`src/verilog/core_macros.svh`:
```
// ~~~~~~~~~~~~~~~~~~~~~~~~~~~~~~~~~~~~~~~~
// Shared sizing constants for the core.
// Include wherever memory widths, reset
// length, queue depth or host address are needed.
// ~~~~~~~~~~~~~~~~~~~~~~~~~~~~~~~~~~~~~~~~
`ifndef CORE_MACROS_SVH
`define CORE_MACROS_SVH

// External line memory
`define MEMORY_ADDR_WIDTH 30  // Line address bits
`define MEMORY_LINE_WIDTH 128 // Four 32-bit words per line

`define RESET_CYCLE 8         // Internal reset cycles after rstN rises
`define INST_QUEUE_DEPTH 4    // Entries between fetch and execute

// A word store here goes to hostIoValue instead of memory
`define HOST_IO_ADDR 32'h8000_0000

`endif

```
`src/verilog/CoreTypes.sv`:
```
// ~~~~~~~~~~~~~~~~~~~~~~~~~~~~~~~~~~~~~~~~
// Types shared by fetch, queue and execute.
// Opcode and ALU enums, instruction word union.
// ~~~~~~~~~~~~~~~~~~~~~~~~~~~~~~~~~~~~~~~~
`default_nettype none

package CoreTypes;

    // Major opcodes of the supported RV32I subset
    typedef enum logic [6:0] {
        OpcOp     = 7'b0110011, // ADD, SUB
        OpcOpImm  = 7'b0010011, // ADDI
        OpcLui    = 7'b0110111,
        OpcLoad   = 7'b0000011, // LW
        OpcStore  = 7'b0100011, // SW
        OpcSystem = 7'b1110011  // ECALL
    } OpCode;

    typedef enum logic [1:0] {
        AluAdd,
        AluSub,
        AluPass // Second operand straight through, for LUI
    } AluOp;

    typedef struct packed {
        logic [11:0] imm;
        logic [4:0]  rs1;
        logic [2:0]  funct3;
        logic [4:0]  rd;
        OpCode       opcode;
    } ITypeFields;

    typedef struct packed {
        logic [6:0] immHi;
        logic [4:0] rs2;
        logic [4:0] rs1;
        logic [2:0] funct3;
        logic [4:0] immLo;
        OpCode      opcode;
    } STypeFields;

    typedef struct packed {
        logic [6:0] funct7; // Bit 5 selects SUB
        logic [4:0] rs2;
        logic [4:0] rs1;
        logic [2:0] funct3;
        logic [4:0] rd;
        OpCode      opcode;
    } RTypeFields;

    // One instruction word, read through the member its opcode calls for
    typedef union packed {
        ITypeFields iType;
        STypeFields sType;
        RTypeFields rType;
    } InstWord;

endpackage

`default_nettype wire

```
`src/verilog/ResetSequencer.sv`:
```
// ~~~~~~~~~~~~~~~~~~~~~~~~~~~~~~~~~~~~~~~~
// Holds the internal reset low while rstN is
// low and for `RESET_CYCLE cycles after it rises.
// ~~~~~~~~~~~~~~~~~~~~~~~~~~~~~~~~~~~~~~~~
`include "core_macros.svh"
`default_nettype none

module ResetSequencer (
    input  logic clk,
    input  logic rstN,
    output logic rstInternalN
);
    localparam int CountWidth = $clog2(`RESET_CYCLE + 1);

    logic [CountWidth-1:0] count;

    always_ff @(posedge clk) begin
        if (!rstN) begin
            count <= CountWidth'(`RESET_CYCLE); // Reload while held in reset
        end else if (count != '0) begin
            count <= count - 1'b1;
        end
    end

    assign rstInternalN = (count == '0);

endmodule

`default_nettype wire

```
`src/verilog/MemoryAccessArbiter.sv`:
```
// ~~~~~~~~~~~~~~~~~~~~~~~~~~~~~~~~~~~~~~~~
// Shares the external line memory between the
// fetch and data requesters. Data wins a tie and
// the grant holds until the memory signals done.
// ~~~~~~~~~~~~~~~~~~~~~~~~~~~~~~~~~~~~~~~~
`include "core_macros.svh"
`default_nettype none

module MemoryAccessArbiter (
    input  logic clk,
    input  logic rstN,
    // Fetch requester, read only
    input  logic fetchEnable,
    input  logic [`MEMORY_ADDR_WIDTH-1:0] fetchAddr,
    output logic [`MEMORY_LINE_WIDTH-1:0] fetchReadValue,
    output logic fetchDone,
    // Data requester
    input  logic dataEnable,
    input  logic dataIsWrite,
    input  logic [`MEMORY_ADDR_WIDTH-1:0] dataAddr,
    input  logic [`MEMORY_LINE_WIDTH-1:0] dataWriteValue,
    output logic [`MEMORY_LINE_WIDTH-1:0] dataReadValue,
    output logic dataDone,
    // External memory port
    output logic [`MEMORY_ADDR_WIDTH-1:0] memoryAddr,
    output logic memoryEnable,
    output logic memoryIsWrite,
    output logic [`MEMORY_LINE_WIDTH-1:0] memoryWriteValue,
    input  logic [`MEMORY_LINE_WIDTH-1:0] memoryReadValue,
    input  logic memoryDone
);
    logic busy;
    logic ownerIsData;

    always_ff @(posedge clk) begin
        if (!rstN) begin
            busy <= 1'b0;
            ownerIsData <= 1'b0;
        end else if (busy) begin
            if (memoryDone) begin
                busy <= 1'b0; // Free again; rearbitrate next cycle
            end
        end else if (dataEnable) begin
            busy <= 1'b1;
            ownerIsData <= 1'b1;
        end else if (fetchEnable) begin
            busy <= 1'b1;
            ownerIsData <= 1'b0;
        end
    end

    always_comb begin
        memoryEnable = busy && (ownerIsData ? dataEnable : fetchEnable);
        memoryAddr = ownerIsData ? dataAddr : fetchAddr;
        memoryIsWrite = ownerIsData && dataIsWrite; // Fetch never writes
        memoryWriteValue = dataWriteValue;

        fetchReadValue = memoryReadValue;
        dataReadValue = memoryReadValue;
        fetchDone = busy && !ownerIsData && memoryDone;
        dataDone = busy && ownerIsData && memoryDone;
    end

endmodule

`default_nettype wire

```
`src/verilog/FetchUnit.sv`:
```
// ~~~~~~~~~~~~~~~~~~~~~~~~~~~~~~~~~~~~~~~~
// Sequential instruction fetch. Reads one line
// at a time from line 0 upward and offers its
// words in address order over valid/ready.
// ~~~~~~~~~~~~~~~~~~~~~~~~~~~~~~~~~~~~~~~~
`include "core_macros.svh"
`default_nettype none

module FetchUnit (
    input  logic clk,
    input  logic rstN,
    output logic memEnable,
    output logic [`MEMORY_ADDR_WIDTH-1:0] memAddr,
    input  logic [`MEMORY_LINE_WIDTH-1:0] memReadValue,
    input  logic memDone,
    output logic instValid,
    input  logic instReady,
    output CoreTypes::InstWord inst
);
    localparam int WordsPerLine = `MEMORY_LINE_WIDTH / 32;
    localparam int IndexWidth = $clog2(WordsPerLine);

    logic [`MEMORY_ADDR_WIDTH-1:0] linePtr;
    logic [`MEMORY_LINE_WIDTH-1:0] lineReg;
    logic [IndexWidth-1:0] wordIdx;
    logic lineValid; // lineReg still has words to hand out

    always_ff @(posedge clk) begin
        if (!rstN) begin
            memEnable <= 1'b0;
            lineValid <= 1'b0;
            linePtr <= '0;
            wordIdx <= '0;
        end else if (memEnable) begin
            if (memDone) begin
                memEnable <= 1'b0;
                lineValid <= 1'b1;
                wordIdx <= '0;
            end
        end else if (!lineValid) begin
            memEnable <= 1'b1; // Previous line drained, request the next
        end else if (instReady) begin
            wordIdx <= wordIdx + 1'b1;
            if (wordIdx == IndexWidth'(WordsPerLine - 1)) begin
                lineValid <= 1'b0;
                linePtr <= linePtr + 1'b1;
            end
        end
    end

    // Captures the returned line
    always_ff @(posedge clk) begin
        if (memEnable && memDone) begin
            lineReg <= memReadValue;
        end
    end

    assign memAddr = linePtr;
    assign instValid = lineValid;
    assign inst = lineReg[wordIdx*32 +: 32]; // Word 0 sits in the low bits

endmodule

`default_nettype wire

```
`src/verilog/InstQueue.sv`:
```
// ~~~~~~~~~~~~~~~~~~~~~~~~~~~~~~~~~~~~~~~~
// Circular FIFO of instruction words between
// fetch and execute, valid/ready on both sides.
// ~~~~~~~~~~~~~~~~~~~~~~~~~~~~~~~~~~~~~~~~
`include "core_macros.svh"
`default_nettype none

module InstQueue (
    input  logic clk,
    input  logic rstN,
    input  logic inValid,
    output logic inReady,
    input  CoreTypes::InstWord inInst,
    output logic outValid,
    input  logic outReady,
    output CoreTypes::InstWord outInst
);
    localparam int Depth = `INST_QUEUE_DEPTH;
    localparam int PtrWidth = $clog2(Depth);
    localparam int CountWidth = $clog2(Depth + 1);

    CoreTypes::InstWord entries [Depth];
    logic [PtrWidth-1:0] rdPtr;
    logic [PtrWidth-1:0] wrPtr;
    logic [CountWidth-1:0] count;
    logic push;
    logic pop;

    assign inReady = (count != CountWidth'(Depth));
    assign outValid = (count != '0);
    assign push = inValid && inReady;
    assign pop = outValid && outReady;
    assign outInst = entries[rdPtr];

    always_ff @(posedge clk) begin
        if (!rstN) begin
            rdPtr <= '0;
            wrPtr <= '0;
            count <= '0;
        end else begin
            if (push) begin
                wrPtr <= (wrPtr == PtrWidth'(Depth - 1)) ? '0 : wrPtr + 1'b1;
            end
            if (pop) begin
                rdPtr <= (rdPtr == PtrWidth'(Depth - 1)) ? '0 : rdPtr + 1'b1;
            end
            if (push && !pop) begin
                count <= count + 1'b1;
            end else if (pop && !push) begin
                count <= count - 1'b1;
            end
        end
    end

    always_ff @(posedge clk) begin
        if (push) begin
            entries[wrPtr] <= inInst;
        end
    end

endmodule

`default_nettype wire

```
`src/verilog/ExecUnit.sv`:
```
// ~~~~~~~~~~~~~~~~~~~~~~~~~~~~~~~~~~~~~~~~
// Decodes and executes one instruction at a time.
// Owns the register file, does line loads and
// read-modify-write stores, host output and halt.
// ~~~~~~~~~~~~~~~~~~~~~~~~~~~~~~~~~~~~~~~~
`include "core_macros.svh"
`default_nettype none

module ExecUnit (
    input  logic clk,
    input  logic rstN,
    input  logic instValid,
    output logic instReady,
    input  CoreTypes::InstWord inst,
    output logic memEnable,
    output logic memIsWrite,
    output logic [`MEMORY_ADDR_WIDTH-1:0] memAddr,
    output logic [`MEMORY_LINE_WIDTH-1:0] memWriteValue,
    input  logic [`MEMORY_LINE_WIDTH-1:0] memReadValue,
    input  logic memDone,
    output logic [31:0] hostIoValue,
    output logic halted
);
    typedef enum logic [2:0] {Idle, LoadWait, StoreRead, StoreWrite, Halted} ExecState;

    ExecState state;
    logic [31:0] regs [32];
    logic [31:0] rs1Val;
    logic [31:0] rs2Val;
    logic [31:0] immI;
    logic [31:0] immS;
    logic [31:0] immU;
    logic [31:0] aluB;
    logic [31:0] aluResult;
    logic [31:0] effAddr;
    CoreTypes::AluOp aluOp;
    logic accept;
    logic isAlu;
    logic regWe;
    logic [4:0] regWaddr;
    logic [31:0] regWdata;
    // Held for the memory phase of LW and SW
    logic [31:0] addrReg;
    logic [31:0] storeData;
    logic [4:0] rdReg;
    logic [`MEMORY_LINE_WIDTH-1:0] lineBuf;
    logic [31:0] loadWord;

    assign instReady = (state == Idle);
    assign accept = instValid && instReady;

    // x0 reads as zero and is never written
    assign rs1Val = (inst.rType.rs1 == 5'd0) ? 32'd0 : regs[inst.rType.rs1];
    assign rs2Val = (inst.rType.rs2 == 5'd0) ? 32'd0 : regs[inst.rType.rs2];

    always_comb begin
        immI = {{20{inst.iType.imm[11]}}, inst.iType.imm};
        immS = {{20{inst.sType.immHi[6]}}, inst.sType.immHi, inst.sType.immLo};
        immU = {inst.iType.imm, inst.iType.rs1, inst.iType.funct3, 12'b0};
        effAddr = rs1Val + ((inst.rType.opcode == CoreTypes::OpcStore) ? immS : immI);

        isAlu = 1'b1;
        aluOp = CoreTypes::AluAdd;
        aluB = immI; // ADDI
        case (inst.rType.opcode)
            CoreTypes::OpcOp: begin
                aluOp = inst.rType.funct7[5] ? CoreTypes::AluSub : CoreTypes::AluAdd;
                aluB = rs2Val;
            end
            CoreTypes::OpcOpImm: begin
            end
            CoreTypes::OpcLui: begin
                aluOp = CoreTypes::AluPass;
                aluB = immU;
            end
            default: isAlu = 1'b0;
        endcase

        case (aluOp)
            CoreTypes::AluAdd: aluResult = rs1Val + aluB;
            CoreTypes::AluSub: aluResult = rs1Val - aluB;
            default: aluResult = aluB;
        endcase
    end

    assign loadWord = memReadValue[addrReg[3:2]*32 +: 32];

    // One write port, shared by ALU results and load returns
    assign regWe = (accept && isAlu) || (state == LoadWait && memDone);
    assign regWaddr = (state == LoadWait) ? rdReg : inst.rType.rd;
    assign regWdata = (state == LoadWait) ? loadWord : aluResult;

    always_ff @(posedge clk) begin
        if (regWe && regWaddr != 5'd0) begin
            regs[regWaddr] <= regWdata;
        end
    end

    always_ff @(posedge clk) begin
        if (!rstN) begin
            state <= Idle;
            hostIoValue <= '0;
        end else begin
            case (state)
                Idle: if (accept) begin
                    case (inst.rType.opcode)
                        CoreTypes::OpcLoad: state <= LoadWait;
                        CoreTypes::OpcStore: begin
                            if (effAddr == `HOST_IO_ADDR) begin
                                hostIoValue <= rs2Val; // Done in the accept cycle
                            end else begin
                                state <= StoreRead;
                            end
                        end
                        CoreTypes::OpcSystem: state <= Halted; // Any SYSTEM is ECALL
                        default: begin
                        end
                    endcase
                end
                LoadWait: if (memDone) state <= Idle;
                StoreRead: if (memDone) state <= StoreWrite;
                StoreWrite: if (memDone) state <= Idle;
                default: begin // Halted until reset
                end
            endcase
        end
    end

    always_ff @(posedge clk) begin
        if (accept) begin
            addrReg <= effAddr;
            rdReg <= inst.rType.rd;
            storeData <= rs2Val;
        end
        if (state == StoreRead && memDone) begin
            lineBuf <= memReadValue;
            lineBuf[addrReg[3:2]*32 +: 32] <= storeData; // Merge over the fetched line
        end
    end

    assign memEnable = (state == LoadWait) || (state == StoreRead) || (state == StoreWrite);
    assign memIsWrite = (state == StoreWrite);
    assign memAddr = `MEMORY_ADDR_WIDTH'(addrReg[31:4]);
    assign memWriteValue = lineBuf;
    assign halted = (state == Halted);

endmodule

`default_nettype wire

```
`src/verilog/Core.sv`:
```
// ~~~~~~~~~~~~~~~~~~~~~~~~~~~~~~~~~~~~~~~~
// Top level of the core. Fetch feeds the queue,
// the queue feeds execute, and both fetch and
// execute reach the line memory via the arbiter.
// ~~~~~~~~~~~~~~~~~~~~~~~~~~~~~~~~~~~~~~~~
`include "core_macros.svh"
`default_nettype none

module Core (
    input  logic clk,
    input  logic rstN,
    output logic [31:0] hostIoValue,
    output logic halted,
    output logic [`MEMORY_ADDR_WIDTH-1:0] memoryAddr,
    output logic memoryEnable,
    output logic memoryIsWrite,
    output logic [`MEMORY_LINE_WIDTH-1:0] memoryWriteValue,
    input  logic [`MEMORY_LINE_WIDTH-1:0] memoryReadValue,
    input  logic memoryDone
);
    logic rstInternalN;

    // Fetch to queue, and queue to execute
    logic fetchInstValid;
    logic fetchInstReady;
    CoreTypes::InstWord fetchInst;
    logic execInstValid;
    logic execInstReady;
    CoreTypes::InstWord execInst;

    // Requester sides of the arbiter
    logic fetchEnable;
    logic [`MEMORY_ADDR_WIDTH-1:0] fetchAddr;
    logic [`MEMORY_LINE_WIDTH-1:0] fetchReadValue;
    logic fetchDone;
    logic dataEnable;
    logic dataIsWrite;
    logic [`MEMORY_ADDR_WIDTH-1:0] dataAddr;
    logic [`MEMORY_LINE_WIDTH-1:0] dataWriteValue;
    logic [`MEMORY_LINE_WIDTH-1:0] dataReadValue;
    logic dataDone;

    ResetSequencer u_resetSequencer (
        .clk(clk),
        .rstN(rstN),
        .rstInternalN(rstInternalN)
    );

    FetchUnit u_fetchUnit (
        .clk(clk),
        .rstN(rstInternalN),
        .memEnable(fetchEnable),
        .memAddr(fetchAddr),
        .memReadValue(fetchReadValue),
        .memDone(fetchDone),
        .instValid(fetchInstValid),
        .instReady(fetchInstReady),
        .inst(fetchInst)
    );

    InstQueue u_instQueue (
        .clk(clk),
        .rstN(rstInternalN),
        .inValid(fetchInstValid),
        .inReady(fetchInstReady),
        .inInst(fetchInst),
        .outValid(execInstValid),
        .outReady(execInstReady),
        .outInst(execInst)
    );

    ExecUnit u_execUnit (
        .clk(clk),
        .rstN(rstInternalN),
        .instValid(execInstValid),
        .instReady(execInstReady),
        .inst(execInst),
        .memEnable(dataEnable),
        .memIsWrite(dataIsWrite),
        .memAddr(dataAddr),
        .memWriteValue(dataWriteValue),
        .memReadValue(dataReadValue),
        .memDone(dataDone),
        .hostIoValue(hostIoValue),
        .halted(halted)
    );

    MemoryAccessArbiter u_memoryAccessArbiter (
        .clk(clk),
        .rstN(rstInternalN),
        .fetchEnable(fetchEnable),
        .fetchAddr(fetchAddr),
        .fetchReadValue(fetchReadValue),
        .fetchDone(fetchDone),
        .dataEnable(dataEnable),
        .dataIsWrite(dataIsWrite),
        .dataAddr(dataAddr),
        .dataWriteValue(dataWriteValue),
        .dataReadValue(dataReadValue),
        .dataDone(dataDone),
        .memoryAddr(memoryAddr),
        .memoryEnable(memoryEnable),
        .memoryIsWrite(memoryIsWrite),
        .memoryWriteValue(memoryWriteValue),
        .memoryReadValue(memoryReadValue),
        .memoryDone(memoryDone)
    );

endmodule

`default_nettype wire

```
`config.mk`:
```
export PLATFORM = sky130hd
export DESIGN_NAME = Core
export DESIGN_NICKNAME = d
export VERILOG_FILES = /design/src/verilog/CoreTypes.sv /design/src/verilog/ResetSequencer.sv /design/src/verilog/MemoryAccessArbiter.sv /design/src/verilog/FetchUnit.sv /design/src/verilog/InstQueue.sv /design/src/verilog/ExecUnit.sv /design/src/verilog/Core.sv
export VERILOG_INCLUDE_DIRS = /design/src /design/src/verilog
export SDC_FILE = /design/constraint.sdc
export NUM_CORES = 2
export LEC_CHECK = 0
export BUFFER_PORTS_ARGS = -buffer_cell sky130_fd_sc_hd__buf_2
export CELL_PAD_IN_SITES_DETAIL_PLACEMENT = 2
export CELL_PAD_IN_SITES_GLOBAL_PLACEMENT = 2
export CORE_MARGIN = 2
export CORE_UTILIZATION = 38
export CTS_CLUSTER_SIZE = 8
export DETAILED_ROUTE_END_ITERATION = 7
export GPL_ROUTABILITY_DRIVEN = 0
export PLACE_DENSITY_LB_ADDON = 0.2
export SETUP_SLACK_MARGIN = 0.4
export SYNTH_ARGS = -nofsm -noshare
export SYNTH_HDL_FRONTEND = slang
export SYNTH_HIERARCHICAL = 1
export SYNTH_SLANG_ARGS = --single-unit
```
`constraint.sdc`:
```
create_clock -name clk -period 23.2 [get_ports clk]
set_input_delay 4.64 -clock clk [delete_from_list [all_inputs] [get_ports clk]]
set_output_delay 4.64 -clock clk [all_outputs]
set_load 0.02 [all_outputs]
```
==> reports/metrics.yaml <==
outcome: "finished, final reports clean"
synth_flop_cell: "edfxtp_1"
crit_type: "reg2reg"
start_util: 0.382
dpl-instance-area_um2: 79900
wl_um: 290000
syn_inst: 4978
mostFrequentLayoutCells: "edfxtp_1, mux4_2, nand2_1"
p_seq_frac: 0.508
rsz0062_at_grt: "no"
root_buffer: "clkbuf_16"
numPortBuffers: 323
worstHoldPathType: "reg2reg"
finalHoldViolCount: 0
synth-edff-count: 1475
startpoint_type: "register"
p_sw_frac: 0.211
ios: 324
cp_slowest_cell: "a31oi_2"
core_um2: 204000
detail-route-antenna-nets: 0
cts-hold-fix-buffers: 0
std_cell_rows: 166
place_ws_ns: 12.81
drt-initial-drc-count: 5373
setup_tns_ns: 0
fmax_mhz: 95.6
fin_ws_ns: 12.74
cts_buffer_depth: 3
reg2reg_to: "u_execUnit/regs[19][27]$_DFFE_PP_"
dp.cells: 7462
multi_input_area_um2: 27200
internal_power_mw: 4.76
clkPwrFrac: 0.475
vias: 48538
max_stage_delay_ns: 1.11
synth_cell_type_count: 104
grt_use_total: 0.275
hold_slack_ns: 0.455
die_h_um: 457
ys_seq_area_frac: 0.590
ir_worst_vdd_mv: 0.0790
hold_path_startpoint: "u_execUnit/hostIoValue[29]$_SDFFE_PN0P_"
grt_pass1_vias: 50766
area_growth_syn_to_layout_pct: 10.0
grt_overflow: 0
clk_pin_slew_ns: 0.05
power_density_nw_per_um2: 70.3
synth_area_um2: 77900
final_cells: 7749
comb_power_share: 0.017
worstPathRequired_ns: 23.64
ctsResizeCount: 0
setup_viol_count_final: 0
htreeDepth: 4
post-cts-setup-buffers: 0
worstSetupEndpointType: "register"
grt_pass1_wl_um: 406000
maxCapViolCount: 0
antenna_found_initial: 6
final_layout_size_suffix_gt1_frac: 0.287
switchingPower_mw: 1.27
final-seq-area_um2: 46000
final_common_cell: "edfxtp_1"
fill_cells: 19297
ys.warnings.count: 6
hpwl_um: 184000
final_nets: 5201
die_area_um2: 209000
p_leak_nw: 28.6
vias_per_cell: 6.26
fin_area_um2: 85700
avgSynthCellArea_um2: 15.7
slew_violations: 0
clock_latency_ns: 0.87
cts_tree: "built"
crit_buf_inv: 4
slew_headroom: 0.0506
finalCritPeriodShare: 0.451
die_w_um: 457
grt_max_degree: 129
clock-skew-final_ns: 0.0309
crit_end: "u_execUnit/regs[19][27]$_DFFE_PP_"
ys_ff_latch: 1559
path_max_fanout: 99
regToRegSetupSlack_ns: 12.74
finalCriticalPeriod_ns: 10.46
arrival_ns: 10.90
cts_buffers: 214
async_reset_ff_frac: 0
reg2reg_depth: 25
p_total_mw: 6.03
drtPass1Iterations: 6
wl_per_cell_um: 37.5
clock_sinks: 1559
path_delay_family: "compound AO/OA/AOI/OAI gates"
cp.depth: 25
fin_util: 0.420
drcViolationCount: 0
tightest_slew_ns: 1.42
-- worst min path at each step --
stage / endpoint / slack, ns / cells after the start
CTS: u_execUnit/hostIoValue[29]$_SDFFE_PN0P_ / 0.46 / 2
detailed placement: u_execUnit/hostIoValue[18]$_SDFFE_PN0P_ / 0.45 / 2
global route: u_execUnit/hostIoValue[18]$_SDFFE_PN0P_ / 0.48 / 2
finish: u_execUnit/hostIoValue[29]$_SDFFE_PN0P_ / 0.46 / 2
floorplan: u_fetchUnit/memAddr[29]$_SDFFE_PN0P_ / 0.45 / 2
global placement: u_execUnit/hostIoValue[5]$_SDFFE_PN0P_ / 0.44 / 2
-- metal layers --
layer	GRT usage	up-vias	wire (um)
li1	-	19260	-
met1	0.372	26574	121000
met5	0	-	27
met3	0.0486	500	20500
met4	0.102	4	11400
met2	0.444	2200	138000
-- cells by family after synthesis --
group | count (synthesis) | synth area share
DFF | 1559 | 0.590
other | 1 | 0.0000481
adders and majority gates | 80 | 0.0131
and+or+nand+nor | 845 | 0.0524
xor gates and xnor gates | 89 | 0.0100
muxes | 857 | 0.209
AOI/OAI and AO/OA | 680 | 0.0567
buffers and inverters | 867 | 0.0690
-- area by class of cell --
class                      instances  share of cell area
multi-input combinational       2585               0.317
inverter                         166             0.00730
timing repair buffer             464              0.0316
clock inverter                    14             0.00238
clock buffer                     270              0.0658
tap                             2688              0.0392
sequential                      1559               0.536
antenna                            3           0.0000876
-- tightest hold or removal path, cell delays in order, from the launching register on --
cell,delay (ns)
dfxtp_1,0.30
nand2_1,0.05
mux2i_1,0.05
-- state kept, by name (all words and copies together) (netlist names), 3 cells and up, named ones only --
register / cells
u_execUnit/rdReg: 5
u_execUnit/hostIoValue: 32
u_execUnit/state: 3
u_instQueue/count: 3
u_resetSequencer/count: 4
u_instQueue/entries: 128
u_fetchUnit/memAddr: 30
u_execUnit/addrReg: 30
u_execUnit/regs: 1024
u_fetchUnit/lineReg: 128
u_execUnit/memWriteValue: 128
u_execUnit/storeData: 32
-- synth_stat cells, types with 56 or more instances --
| cell type | number | area share |
|---|---|---|
| mux4_2 | 587 | 0.17 |
| inv_1 | 164 | 0.0079 |
| ha_1 | 77 | 0.012 |
| mux2i_1 | 214 | 0.027 |
| o21ai_0 | 198 | 0.013 |
| xnor2_1 | 56 | 0.0063 |
| edfxtp_1 | 1475 | 0.57 |
| nand2_1 | 364 | 0.018 |
| dfxtp_1 | 84 | 0.022 |
| clkbuf_1 | 147 | 0.0071 |
| nor2_1 | 160 | 0.0077 |
| a21oi_1 | 126 | 0.0081 |
| buf_4 | 427 | 0.041 |
-- power groups by stage --
| stage | clock [mW] | combinational, mW | sequential, mW |
|---|---|---|---|
| floorplan | 0 | 0.0869 | 3.11 |
| global placement | 0 | 0.102 | 3.12 |
| detailed placement | 0 | 0.106 | 3.12 |
| CTS | 2.92 | 0.106 | 3.06 |
| global route | 3.01 | 0.115 | 3.06 |
| finish | 2.86 | 0.105 | 3.06 |
Note: power is estimated with default switching activity, not from simulation.
